[config.mk]
export PLATFORM = sky130hd
export DESIGN_NAME = soc_misc_top
export DESIGN_NICKNAME = d
export VERILOG_FILES = /design/src/rtl/soc_misc_pkg.sv /design/src/rtl/addr_decode.sv /design/src/rtl/bus_slave_port.sv /design/src/rtl/flash_reload_seq.sv /design/src/rtl/misc_regs.sv /design/src/rtl/soc_misc_top.sv
export VERILOG_INCLUDE_DIRS = /design/src /design/src/rtl
export SDC_FILE = /design/constraint.sdc
export NUM_CORES = 1
export LEC_CHECK = 0
export BUFFER_PORTS_ARGS = -buffer_cell sky130_fd_sc_hd__buf_2
export CAP_MARGIN = 0
export CORE_MARGIN = 2
export CORE_UTILIZATION = 57
export DETAILED_ROUTE_END_ITERATION = 6
export GPL_TIMING_DRIVEN = 0
export PLACE_DENSITY = 0.85
export SLEW_MARGIN = 30
export SYNTH_ARGS = -nofsm -noshare
export SYNTH_HDL_FRONTEND = slang
export SYNTH_SLANG_ARGS = --single-unit
[constraint.sdc]
create_clock -name clk48m -period 6 [get_ports clk48m]
set_input_delay 0 -clock clk48m [delete_from_list [all_inputs] [get_ports clk48m]]
set_output_delay 0 -clock clk48m [all_outputs]
set_load 0.02 [all_outputs]
[src/rtl/soc_misc_consts.svh]
`ifndef SOC_MISC_CONSTS_SVH
`define SOC_MISC_CONSTS_SVH

// ------------------------------
// address map
// ------------------------------
// address nibble 31:28 that selects the misc block
`define MISC_REGION      4'h2

// register indices, taken from address bits 6:2
`define REG_LED          5'd0
`define REG_BTN          5'd1
`define REG_SOC_VER      5'd2
`define REG_FLASH_SEL    5'd13
`define REG_GENIO_IN     5'd17
`define REG_GENIO_OUT    5'd18
`define REG_GENIO_OE     5'd19
`define REG_GENIO_W2S    5'd20
`define REG_GENIO_W2C    5'd21
`define REG_GPEXT_IN     5'd22
`define REG_GPEXT_OUT    5'd23
`define REG_GPEXT_OE     5'd24
`define REG_GPEXT_W2S    5'd25
`define REG_GPEXT_W2C    5'd26

// ------------------------------
// extension word layout
// ------------------------------
`define GPEXT_IRDA_BIT   30
`define GPEXT_VDET_BIT   31
`define GPEXT_PMOD_LSB   16
`define GPEXT_SAO2_LSB   8
`define GPEXT_SAO1_LSB   0

// upper 24 bits of a FLASH_SEL write that also requests an FPGA reload
`define RELOAD_MAGIC     24'hD0F1A5

// flash-select sequencer counts
`define FSEL_DELAY_START 3'd7
`define FSEL_PULSE_HI    3'd5
`define FSEL_PULSE_LO    3'd3

`define SOC_VERSION      32'h0000_0000
`define BUS_ERR_DATA     32'hDEAD_BEEF

`endif

[src/rtl/soc_misc_pkg.sv]
package soc_misc_pkg;

	// ------------------------------
	// widths with a meaning
	// ------------------------------
	typedef logic [31:0] word_t;
	typedef logic [3:0]  strb_t;
	typedef logic [3:0]  region_t;
	typedef logic [4:0]  reg_idx_t;
	typedef logic [15:0] led_t;
	typedef logic [29:0] genio_t;
	typedef logic [7:0]  pmod_t;
	typedef logic [5:0]  sao_t;

	// ------------------------------
	// stage payloads
	// ------------------------------
	// request as presented by the master
	typedef struct packed {
		word_t addr;
		word_t wdata;
		strb_t strb;
	} bus_req_t;

	// decoded request handed to the register file
	typedef struct packed {
		reg_idx_t idx;
		logic     write;
		logic     err;
		word_t    wdata;
	} dec_req_t;

	// response returned to the master
	typedef struct packed {
		word_t rdata;
		logic  err;
	} bus_rsp_t;

	// four-phase handshake state of the slave port
	typedef enum logic [1:0] {
		port_idle,
		port_busy,
		port_ack
	} port_state_t;

endpackage

[src/rtl/addr_decode.sv]
`timescale 1ns/100ps
`include "soc_misc_consts.svh"

module addr_decode (
	input  logic                   clk48m,
	input  logic                   rst,
	input  logic                   req_valid_i,
	input  soc_misc_pkg::bus_req_t req_i,
	output logic                   dec_valid_o,
	output soc_misc_pkg::dec_req_t dec_o
);
	import soc_misc_pkg::*;

	region_t  region;
	reg_idx_t idx;

	// region nibble on top, word index in bits 6:2
	assign region = req_i.addr[31:28];
	assign idx    = req_i.addr[6:2];

	always_ff @(posedge clk48m) begin
		if (rst) begin
			dec_valid_o <= 1'b0;
		end else begin
			dec_valid_o <= req_valid_i;
		end
	end

	always_ff @(posedge clk48m) begin
		if (req_valid_i) begin
			dec_o.idx   <= idx;
			// only strobe bit 0 marks a write
			dec_o.write <= req_i.strb[0];
			// anything outside the misc region is a bus error
			dec_o.err   <= (region != `MISC_REGION);
			dec_o.wdata <= req_i.wdata;
		end
	end

endmodule

[src/rtl/bus_slave_port.sv]
`timescale 1ns/100ps

module bus_slave_port (
	input  logic                   clk48m,
	input  logic                   rst,
	input  logic                   req_i,
	input  soc_misc_pkg::bus_req_t req_data_i,
	output logic                   ack_o,
	output soc_misc_pkg::bus_rsp_t rsp_o,
	output logic                   req_valid_o,
	output soc_misc_pkg::bus_req_t req_o,
	input  logic                   rsp_valid_i,
	input  soc_misc_pkg::bus_rsp_t rsp_i
);
	import soc_misc_pkg::*;

	port_state_t state;

	// ------------------------------
	// handshake FSM
	// ------------------------------
	always_ff @(posedge clk48m) begin
		if (rst) begin
			state <= port_idle;
			req_valid_o <= 1'b0;
		end else begin
			req_valid_o <= 1'b0;
			case (state)
				port_idle: begin
					// take the request once, the master keeps req_i up until ack
					if (req_i) begin
						req_valid_o <= 1'b1;
						state <= port_busy;
					end
				end
				port_busy: begin
					if (rsp_valid_i) begin
						state <= port_ack;
					end
				end
				port_ack: begin
					// hold ack until the master lets go of req_i
					if (!req_i) begin
						state <= port_idle;
					end
				end
				default: begin
					state <= port_idle;
				end
			endcase
		end
	end

	// ------------------------------
	// payload capture
	// ------------------------------
	always_ff @(posedge clk48m) begin
		if (state == port_idle && req_i) begin
			req_o <= req_data_i;
		end
		// response stays stable for as long as ack is high
		if (state == port_busy && rsp_valid_i) begin
			rsp_o <= rsp_i;
		end
	end

	assign ack_o = (state == port_ack);

endmodule

[src/rtl/flash_reload_seq.sv]
`timescale 1ns/100ps
`include "soc_misc_consts.svh"

module flash_reload_seq (
	input  logic clk48m,
	input  logic rst,
	input  logic fsel_strobe_i,
	input  logic reload_req_i,
	output logic fsel_c_o,
	output logic programn_o
);

	logic [2:0] fsel_cnt;
	logic       reload_q;

	// ------------------------------
	// countdown
	// ------------------------------
	always_ff @(posedge clk48m) begin
		if (rst) begin
			fsel_cnt <= 3'd0;
		end else if (fsel_strobe_i) begin
			// a new strobe restarts the whole sequence
			fsel_cnt <= `FSEL_DELAY_START;
		end else if (fsel_cnt != 3'd0) begin
			fsel_cnt <= fsel_cnt - 3'd1;
		end
	end

	// clock the flash-mux flop in the middle of the countdown so fsel_d is settled
	assign fsel_c_o = (fsel_cnt <= `FSEL_PULSE_HI) && (fsel_cnt >= `FSEL_PULSE_LO);

	// ------------------------------
	// reconfiguration request
	// ------------------------------
	// programn is pulled as the mux clock pulse ends, so the new flash
	// is already selected when the FPGA starts to reload
	always_ff @(posedge clk48m) begin
		if (rst) begin
			reload_q <= 1'b0;
		end else if (reload_req_i && fsel_cnt == `FSEL_PULSE_LO) begin
			reload_q <= 1'b1;
		end
	end

	// active low, held until reset
	assign programn_o = ~reload_q;

endmodule

[src/rtl/misc_regs.sv]
`timescale 1ns/100ps
`include "soc_misc_consts.svh"

module misc_regs (
	input  logic                   clk48m,
	input  logic                   rst,
	input  logic                   dec_valid_i,
	input  soc_misc_pkg::dec_req_t dec_i,
	output logic                   rsp_valid_o,
	output soc_misc_pkg::bus_rsp_t rsp_o,
	input  logic [7:0]             btn_i,
	input  soc_misc_pkg::genio_t   genio_in_i,
	input  soc_misc_pkg::pmod_t    pmod_in_i,
	input  soc_misc_pkg::sao_t     sao1_in_i,
	input  soc_misc_pkg::sao_t     sao2_in_i,
	input  logic                   vbus_det_i,
	output soc_misc_pkg::led_t     led_o,
	output logic                   trace_en_o,
	output soc_misc_pkg::genio_t   genio_out_o,
	output soc_misc_pkg::genio_t   genio_oe_o,
	output soc_misc_pkg::pmod_t    pmod_out_o,
	output soc_misc_pkg::pmod_t    pmod_oe_o,
	output soc_misc_pkg::sao_t     sao1_out_o,
	output soc_misc_pkg::sao_t     sao1_oe_o,
	output soc_misc_pkg::sao_t     sao2_out_o,
	output soc_misc_pkg::sao_t     sao2_oe_o,
	output logic                   irda_sd_o,
	output logic                   fsel_d_o,
	output logic                   fsel_strobe_o,
	output logic                   reload_req_o
);
	import soc_misc_pkg::*;

	logic  wr_en;
	word_t rd_word;
	word_t genio_nxt;
	word_t gpext_nxt;

	// plain write, write-to-set or write-to-clear
	function automatic word_t merge_wr(input word_t cur, input word_t d,
			input logic set, input logic clr);
		if (set) begin
			return cur | d;
		end
		if (clr) begin
			return cur & ~d;
		end
		return d;
	endfunction

	// place the extension fields in their bus word positions
	function automatic word_t gpext_word(input logic b31, input logic b30,
			input pmod_t pmod, input sao_t sao2, input sao_t sao1);
		word_t w;
		w = '0;
		w[`GPEXT_VDET_BIT] = b31;
		w[`GPEXT_IRDA_BIT] = b30;
		w[`GPEXT_PMOD_LSB +: $bits(pmod_t)] = pmod;
		w[`GPEXT_SAO2_LSB +: $bits(sao_t)] = sao2;
		w[`GPEXT_SAO1_LSB +: $bits(sao_t)] = sao1;
		return w;
	endfunction

	// error accesses never touch the registers
	assign wr_en = dec_valid_i && dec_i.write && !dec_i.err;

	assign genio_nxt = merge_wr({2'b00, genio_out_o}, dec_i.wdata,
		dec_i.idx == `REG_GENIO_W2S, dec_i.idx == `REG_GENIO_W2C);
	assign gpext_nxt = merge_wr(gpext_word(1'b0, irda_sd_o, pmod_out_o, sao2_out_o, sao1_out_o),
		dec_i.wdata, dec_i.idx == `REG_GPEXT_W2S, dec_i.idx == `REG_GPEXT_W2C);

	// ------------------------------
	// read mux
	// ------------------------------
	always_comb begin
		case (dec_i.idx)
			`REG_LED:       rd_word = {16'h0, led_o};
			// buttons are active low on the board
			`REG_BTN:       rd_word = {24'h0, ~btn_i};
			`REG_SOC_VER:   rd_word = `SOC_VERSION | {31'h0, trace_en_o};
			`REG_FLASH_SEL: rd_word = {31'h0, fsel_d_o};
			`REG_GENIO_IN:  rd_word = {2'h0, genio_in_i};
			`REG_GENIO_OUT: rd_word = {2'h0, genio_out_o};
			`REG_GENIO_OE:  rd_word = {2'h0, genio_oe_o};
			`REG_GPEXT_IN:  rd_word = gpext_word(vbus_det_i, 1'b0, pmod_in_i, sao2_in_i, sao1_in_i);
			`REG_GPEXT_OUT: rd_word = gpext_word(1'b0, irda_sd_o, pmod_out_o, sao2_out_o, sao1_out_o);
			`REG_GPEXT_OE:  rd_word = gpext_word(1'b0, 1'b0, pmod_oe_o, sao2_oe_o, sao1_oe_o);
			default:        rd_word = '0;
		endcase
	end

	// ------------------------------
	// response
	// ------------------------------
	always_ff @(posedge clk48m) begin
		if (rst) begin
			rsp_valid_o <= 1'b0;
		end else begin
			rsp_valid_o <= dec_valid_i;
		end
	end

	always_ff @(posedge clk48m) begin
		if (dec_valid_i) begin
			rsp_o.rdata <= dec_i.err ? `BUS_ERR_DATA : rd_word;
			rsp_o.err   <= dec_i.err;
		end
	end

	// ------------------------------
	// register writes
	// ------------------------------
	always_ff @(posedge clk48m) begin
		if (rst) begin
			led_o <= '0;
			trace_en_o <= 1'b0;
			genio_out_o <= '0;
			genio_oe_o <= '0;
			pmod_out_o <= '0;
			pmod_oe_o <= '0;
			sao1_out_o <= '0;
			sao1_oe_o <= '0;
			sao2_out_o <= '0;
			sao2_oe_o <= '0;
			// IrDA transceiver stays shut down until software enables it
			irda_sd_o <= 1'b1;
			fsel_d_o <= 1'b0;
			fsel_strobe_o <= 1'b0;
			reload_req_o <= 1'b0;
		end else begin
			fsel_strobe_o <= 1'b0;
			if (wr_en) begin
				case (dec_i.idx)
					`REG_LED: begin
						led_o <= dec_i.wdata[15:0];
					end
					`REG_SOC_VER: begin
						trace_en_o <= dec_i.wdata[0];
					end
					`REG_FLASH_SEL: begin
						fsel_d_o <= dec_i.wdata[0];
						fsel_strobe_o <= 1'b1;
						// reload stays queued, the FPGA reconfigures anyway
						if (dec_i.wdata[31:8] == `RELOAD_MAGIC) begin
							reload_req_o <= 1'b1;
						end
					end
					`REG_GENIO_OUT, `REG_GENIO_W2S, `REG_GENIO_W2C: begin
						genio_out_o <= genio_nxt[29:0];
					end
					`REG_GENIO_OE: begin
						genio_oe_o <= dec_i.wdata[29:0];
					end
					`REG_GPEXT_OUT, `REG_GPEXT_W2S, `REG_GPEXT_W2C: begin
						irda_sd_o <= gpext_nxt[`GPEXT_IRDA_BIT];
						pmod_out_o <= gpext_nxt[`GPEXT_PMOD_LSB +: $bits(pmod_t)];
						sao2_out_o <= gpext_nxt[`GPEXT_SAO2_LSB +: $bits(sao_t)];
						sao1_out_o <= gpext_nxt[`GPEXT_SAO1_LSB +: $bits(sao_t)];
					end
					`REG_GPEXT_OE: begin
						pmod_oe_o <= dec_i.wdata[`GPEXT_PMOD_LSB +: $bits(pmod_t)];
						sao2_oe_o <= dec_i.wdata[`GPEXT_SAO2_LSB +: $bits(sao_t)];
						sao1_oe_o <= dec_i.wdata[`GPEXT_SAO1_LSB +: $bits(sao_t)];
					end
					default: begin
					end
				endcase
			end
		end
	end

endmodule

[src/rtl/soc_misc_top.sv]
`timescale 1ns/100ps

module soc_misc_top (
	input  logic                   clk48m,
	input  logic                   rst,
	input  logic                   req_i,
	input  soc_misc_pkg::bus_req_t req_data_i,
	output logic                   ack_o,
	output soc_misc_pkg::bus_rsp_t rsp_o,
	input  logic [7:0]             btn_i,
	input  soc_misc_pkg::genio_t   genio_in_i,
	input  soc_misc_pkg::pmod_t    pmod_in_i,
	input  soc_misc_pkg::sao_t     sao1_in_i,
	input  soc_misc_pkg::sao_t     sao2_in_i,
	input  logic                   vbus_det_i,
	output soc_misc_pkg::led_t     led_o,
	output logic                   trace_en_o,
	output soc_misc_pkg::genio_t   genio_out_o,
	output soc_misc_pkg::genio_t   genio_oe_o,
	output soc_misc_pkg::pmod_t    pmod_out_o,
	output soc_misc_pkg::pmod_t    pmod_oe_o,
	output soc_misc_pkg::sao_t     sao1_out_o,
	output soc_misc_pkg::sao_t     sao1_oe_o,
	output soc_misc_pkg::sao_t     sao2_out_o,
	output soc_misc_pkg::sao_t     sao2_oe_o,
	output logic                   irda_sd_o,
	output logic                   fsel_d_o,
	output logic                   fsel_c_o,
	output logic                   programn_o
);
	import soc_misc_pkg::*;

	logic     req_valid;
	bus_req_t req;
	logic     dec_valid;
	dec_req_t dec;
	logic     rsp_valid;
	bus_rsp_t rsp;
	logic     fsel_strobe;
	logic     reload_req;

	// capture, decode, execute, respond
	bus_slave_port u_port (
		.clk48m      (clk48m),
		.rst         (rst),
		.req_i       (req_i),
		.req_data_i  (req_data_i),
		.ack_o       (ack_o),
		.rsp_o       (rsp_o),
		.req_valid_o (req_valid),
		.req_o       (req),
		.rsp_valid_i (rsp_valid),
		.rsp_i       (rsp)
	);

	addr_decode u_decode (
		.clk48m      (clk48m),
		.rst         (rst),
		.req_valid_i (req_valid),
		.req_i       (req),
		.dec_valid_o (dec_valid),
		.dec_o       (dec)
	);

	misc_regs u_regs (
		.clk48m        (clk48m),
		.rst           (rst),
		.dec_valid_i   (dec_valid),
		.dec_i         (dec),
		.rsp_valid_o   (rsp_valid),
		.rsp_o         (rsp),
		.btn_i         (btn_i),
		.genio_in_i    (genio_in_i),
		.pmod_in_i     (pmod_in_i),
		.sao1_in_i     (sao1_in_i),
		.sao2_in_i     (sao2_in_i),
		.vbus_det_i    (vbus_det_i),
		.led_o         (led_o),
		.trace_en_o    (trace_en_o),
		.genio_out_o   (genio_out_o),
		.genio_oe_o    (genio_oe_o),
		.pmod_out_o    (pmod_out_o),
		.pmod_oe_o     (pmod_oe_o),
		.sao1_out_o    (sao1_out_o),
		.sao1_oe_o     (sao1_oe_o),
		.sao2_out_o    (sao2_out_o),
		.sao2_oe_o     (sao2_oe_o),
		.irda_sd_o     (irda_sd_o),
		.fsel_d_o      (fsel_d_o),
		.fsel_strobe_o (fsel_strobe),
		.reload_req_o  (reload_req)
	);

	flash_reload_seq u_reload (
		.clk48m        (clk48m),
		.rst           (rst),
		.fsel_strobe_i (fsel_strobe),
		.reload_req_i  (reload_req),
		.fsel_c_o      (fsel_c_o),
		.programn_o    (programn_o)
	);

endmodule

; After elaboration in Yosys (flattened, before gate mapping)
; Index checks and enable logic that the tools add are counted.
[classes]
n_reduce_logical = 24
n_mux = 23
add_sub_neg = 1
n_eq_ne = 21
n_lt_le_gt_ge = 2
bitwise_logic = 9
[ops]
columns = operator, n
row1 = one-hot mux 32 bit (10 select lines), 1
row2 = two-way mux 31 bit, 4
row3 = two-way mux 30 bit, 4
row4 = "== test 5 bit, second input constant", 10
row5 = bitwise AND 31 bit, 1
row6 = inverter 31 bit, 1
row7 = bitwise OR 31 bit, 1
row8 = bitwise AND 30 bit, 1
row9 = bitwise OR 30 bit, 1
row10 = "== test 24 bit, second input constant", 1
row11 = AND reduction 2 bit, 7
row12 = two-way mux 1 bit, 8
row13 = inverter 8 bit, 1
row14 = logical AND 1 bit, 6
row15 = two-way mux 2 bit, 3
row16 = two-way mux 3 bit, 2
row17 = one-hot mux 2 bit (3 select lines), 1
row18 = AND reduction 3 bit, 2
row19 = OR reduction 3 bit, 2
row20 = "== test 5 x 1 -> 1 bit, second input constant", 1
row21 = "== test 5 x 2 -> 1 bit, second input constant", 1
row22 = "== test 5 x 4 -> 1 bit, second input constant", 1
row23 = logical NOT 5 bit, 1
row24 = "!= test 2 bit, second input constant", 2
row25 = 14 further kinds, 17
[totals]
regBits = 300
word_cells = 111
inputBits = 130
output_inout_bits = 155

; Longest topological paths before layout
[depth]
ltp_word = 5
ltp_mapped = 8
ltp_nobuf = 6

; Modules after synthesis
; From an unflattened synthesis, not the netlist that was laid out.
[hier_totals]
cells_unflattened = 998
area_unflattened_um2 = 11637.4
[by_module_without_submodules]
columns = module, seq_area_each_um2, cells_per_inst, area_per_inst_um2, instances
row1 = misc_regs, 3433.3, 816, 7018.0, 1
row2 = bus_slave_port, 3093.0, 114, 3163.0, 1
row3 = addr_decode, 1191.1, 42, 1207.4, 1
row4 = flash_reload_seq, 80.1, 26, 249.0, 1

; Least setup slack after synthesis
; Ideal clock, no wire load.
[synth_path]
path_type = flip-flop to flip-flop
start = reg u_port.state[0]
end = reg u_port.req_o[0] (netlist bit) (enable)
path_stages_with_launch = 2
setup_ps = 504
t_required_ps = 5496
arrival_time_ps = 3477
slack_ps = 2020
synth_period_minus_slack_ps = 3980
n_path_buf = 0
path_cell_list = dfxtp_1 -> nor3b_1
[synth_via]
elab_chain_cells = 2
[synth_lines]
columns = item, line
row1 = from (decl), bus_slave_port.sv:17  ; port_state_t state;
row2 = from (signal assigned), bus_slave_port.sv:24  ; state <= port_idle;
row3 = from (signal assigned), bus_slave_port.sv:33  ; state <= port_busy;
row4 = from (signal assigned), bus_slave_port.sv:38  ; state <= port_ack;
row5 = logical NOT 2 bit, bus_slave_port.sv:58  ; if (state == port_idle && req_i) begin
row6 = logical AND 1 bit, bus_slave_port.sv:58
row7 = to (signal assigned), bus_slave_port.sv:59  ; req_o <= req_data_i;
row8 = to (decl), bus_slave_port.sv:11  ; output soc_misc_pkg::bus_req_t req_o,
; Every way passes these cells.
; A chain may end at the register's enable or synchronous reset.

; Worst setup path in the final report
[layout_path]
start = reg u_decode.dec_o[36] (netlist bit)
end = reg u_regs.rsp_o[2] (netlist bit), data pin
[layout_via]
elab_chain_cells = 2
word_cells_on_any_way = 11
cone_classes = 9 x eq/ne / 1 x mux / 1 x reduce/logical
[layout_lines]
columns = item, line
row1 = from (decl), addr_decode.sv:10  ; output soc_misc_pkg::dec_req_t dec_o
row2 = == test 5 bit (tied with other cells), misc_regs.sv:76  ; case (dec_i.idx)
row3 = one-hot mux 32 bit (10 select lines) *, misc_regs.sv:76
row4 = to (decl), misc_regs.sv:10  ; output soc_misc_pkg::bus_rsp_t rsp_o,
; Mark *: on every way between the ends. The rest lies on a longest branch, timed or not.

==> results <==
- The post-route setup TNS is 0 ns.
- The minimum setup slack in the final design is 2.49 ns.
- The leakage power is 5.77 nW.
- The violation count after the first detailed-routing iteration is between 1000 and 1500.
- Counting flops with a built-in enable in the synthesized netlist gives around 150.
- The initial utilization of the core area, before any placement, comes to 0.577.
- The total CTS buffers is 27.
- The flow ran to the end, but the final reports show violations.
- The count of final max-slew check failures is 0.
- The worst setup path is of the reg -> reg kind.
- Across every metal layer, demand over resource in global routing totals 0.370.
- Synthesis inferred between 200 and 300 register bits.
- In this run the worst path has a maximum fanout of 10.
- Wires add up to between 30000 and 40000 um.
- The worst register-to-register path begins at u_decode.dec_o[36]$_DFFE_PP_.
- Among all stages on the critical path, the largest delay is contributed by sky130_fd_sc_hd__clkbuf_1.
- Compared with the post-synthesis result, the final layout area differs by 32.1%.
- The layout has about 1300 filler cells.
- The clock passes through at most 3 buffers.
- The tool flagged a number of max-cap violations equal to 0.
- Using the TritonRoute via totals, the vias-per-cell ratio works out to roughly 6.3.
- The number of global-route vias before repair is between 9000 and 10000.
- The most frequently used flop master after synthesis is sky130_fd_sc_hd__edfxtp_1.
- The number of library cell types mapped by synthesis is 71.
- The number of endpoints with negative hold slack in the final report is 0.
- The first global-routing pass estimated roughly 57000 um of wire.
- In this run the power density over the cells is 285 mW/mm^2.
- The nature of the critical path startpoint is a flip-flop.
- For the final database, setup skew stands at about 0.011 ns.
- The final antenna diode count is 0.
- In this run the number of H-tree levels came out at 1.
- The detailed-route via count is between 10000 and 15000.
- Once placement completed, the tool counted placed cells totaling ~1500.
- Setup violations remaining at the end of the flow were counted as 0.
- The total buffers and inverters traversed by the critical path is 5.
- Tracing the worst setup path back leads to its startpoint at u_decode.dec_o[36]$_DFFE_PP_.
- After the last flow step, the layout net total stands at ~1500.
- In this run the core area contains between 50 and 60 standard-cell rows.
- Once detail routing completed, the nets flagged for antenna violations numbered 0.
- The number of primary I/O pins is roughly 290.
- The final reports fail on design-rule violations.
- By count the netlist is led by sky130_fd_sc_hd__nand2_1, sky130_fd_sc_hd__edfxtp_1, sky130_fd_sc_hd__dfxtp_1.
- The minimum clock period is between 3 and 4 ns.
- The cell at the root of the clock tree is sky130_fd_sc_hd__clkbuf_16.
- STA classifies the critical path endpoint as a flip-flop.
- The top-area cell type share of the netlist area is 0.394.
- The core footprint is 0.0194 mm^2.
- Data on the critical path is required at its endpoint by 6.40 ns.
- In this design, the stage delay of the slowest critical-path cell is about 0.58 ns.
- Walking the worst path, the cells encountered are buf_6, and3b_1, and2_0, clkbuf_1, buf_2, a32oi_1, dlygate4sd3_1, nand3_1, dlygate4sd3_1.
- In this run the most critical hold path is launched from genio_in_i[22].
- Broken down by cell family, the worst path's largest delay share belongs to buffers and inverters.
- The detailed placer's ending HPWL is 27100 um.
- Dividing the detail-routed wire length by the instance count gives ~24 um.
- After clock tree synthesis, the clock-pin slew on the worst setup and hold paths is approximately 0.060 ns.
- In this run the worst hold path is classified as in -> reg.
- The vertical die dimension is around 140 um.
- Setup repair after global routing left no endpoint under its margin.
- Synthesis produced a netlist with a net count of about 1100.
- The die covers 0.0208 mm^2.
- The length of the first detailed-routing pass in iterations is 7.
- The number of instances in the synthesized netlist is around 1000.
- In this run the tightest slew margin relative to its limit is 0.279.
- Summing all multi-input logic gate instances after layout gives around 0.0037 mm^2.
- STA puts the critical path data arrival time at around 3.9 ns.
- The worst-case IR drop observed on VDD is 0.333 mV.
- The fraction of layout instances using a drive strength above 1 is 0.286.
- Prior to clock tree synthesis, the placed netlist has a worst setup slack of 3.45 ns.
- Static timing analysis puts the maximum clock frequency at approximately 280 MHz.
- The cell with the most instances on the worst path is sky130_fd_sc_hd__dlygate4sd3_1.
- For this run, the number of Yosys warnings is 0.
- Clock latency on the worst-skew pair, taken at its later pin, is around 0.54 ns.
- The total number of clock tree sinks is 277.
- Leaving out filler cells and counting taps, the final layout contains 1644.
- The clock tree from TritonCTS is done.
- Of the synthesized area, sequential elements account for 0.626.
- Summed over all instances, the cell type with the most area after synthesis is sky130_fd_sc_hd__edfxtp_1.
- The final standard cell utilization of the core is 0.763.
- The completed layout was analyzed and its total power is between 4 and 5 mW.
- The congestion estimate from routability-driven global placement came to 1.01.
- In the finished design, the share of the clock period the worst path needs comes to 0.586.
- For the pin with the worst max-slew slack, the measured transition is approximately 1.1 ns.
- Summing every instance area after synthesis gives about 0.011 mm^2.
- The die width is 144 um.
- The maximum number of pins on one net before global-route repair is 27.
- In this run the tool buffered the top-level ports with 258 buffer cells.
- The remaining global-route overflow is 0.
- A synthesized cell averages ~11 um^2.
- For this run, design rule violations remaining after detail routing come to 10.
- By area the synthesized netlist is led by sky130_fd_sc_hd__edfxtp_1, sky130_fd_sc_hd__dfxtp_1, sky130_fd_sc_hd__nand2_1.
- The register cell area after layout is between 0.007 and 0.008 mm^2.
- The most common cell in the synthesized netlist is sky130_fd_sc_hd__nand2_1.
- The async set-or-reset flop fraction in the synthesized netlist is 0.
- The number of antenna violations at the first check in global routing is 0.
## layer usage
layer / wire, um / vias up / track usage
li1: - / 4425 / -
met1: 14300 / 4835 / 0.467
met2: 18100 / 818 / 0.598
met3: 4600 / 200 / 0.0831
met4: 2530 / 0 / 0.197
met5: 0 / - / 0
## cell type report
class,instances,share of cell area
inverters,11,0.00279
plain buffers,84,0.0288
well taps,265,0.0224
repair buffers,354,0.153
flip-flops and latches,277,0.474
clock inverters,16,0.0141
clock buffers,33,0.0521
multi-input cells,604,0.253
## through the flow
step	hold slack [ns]	instance area, um^2
detailed placement	0.178	13000
global placement	0.177	12800
finish	0.00832	14800
floorplan	0.0989	11200
global route	0.0217	14800
CTS	0.000999	14800
## timing repair
item,4_1_cts,5_1_grt
gates resized for setup,0,0
buffers inserted,0,0
hold buffers,86,0
hold endpoints to repair,77,0
## report_power, final
part	total [mW]	internal [mW]	switching, mW
logic	0.283	0.123	0.160
clock network	1.86	1.13	0.736
registers	2.08	2.04	0.0347
total	4.22	3.29	0.930
## placed cells by master (no fill, tap or decap), drive strengths merged, types with 5 or more instances in the layout
master,instances
nand2,155
a222oi,5
a21oi,112
nor2b,7
a31oi,5
nor2,11
buf,316
dlygate4sd3,86
a22oi,35
nand3,26
xnor2,14
and2,9
nor3,14
bufinv,5
o21ai,35
a31o,6
clkbuf,69
a211oi,20
edfxtp,147
a221oi,8
a2bb2oi,5
inv,10
clkinv,11
a21o,14
a311oi,5
and3,19
a32o,25
dfxtp,130
o211ai,9
## registers in the layout, summed over array words and instances (netlist names), 2 cells and up
name,count
u_regs.sao2_out_o,6
u_regs.pmod_oe_o,8
u_regs.genio_out_o,30
u_port.rsp_o,33
u_port.req_o,42
u_regs.pmod_out_o,8
u_regs.led_o,16
u_regs.genio_oe_o,30
u_regs.sao1_oe_o,6
u_reload.fsel_cnt,3
u_regs.sao1_out_o,6
u_regs.rsp_o,33
u_regs.sao2_oe_o,6
u_port.state,2
u_decode.dec_o,39
## final timing paths
kind                                          to  slack, ns  cells past startpoint
setup / recovery   u_regs.rsp_o[2]$_SDFFCE_PP1P_       2.49                      9
hold / removal    u_regs.rsp_o[23]$_SDFFCE_PP0P_      0.008                      3
setup reg to reg   u_regs.rsp_o[2]$_SDFFCE_PP1P_       2.49                      9
hold reg to reg     u_decode.dec_o[17]$_DFFE_PP_       0.41                      0
## worst reg2reg max path, delay by kind of cell, from the launching register on
kind                   cells  cell delay [ns]
buffers and inverters      5             2.36
and+or+nand+nor            3             0.47
AOI/OAI and AO/OA          1             0.09
DFF                        1             0.47
## kinds of logic after synthesis
kind of cell	synth area share
fa+ha+maj	0.00447
compound gates	0.180
buf+inv	0.0417
flops	0.626
simple gates	0.128
mux	0.00760
xor+xnor	0.0117
No activity file was read; power rests on OpenSTA's default activity.
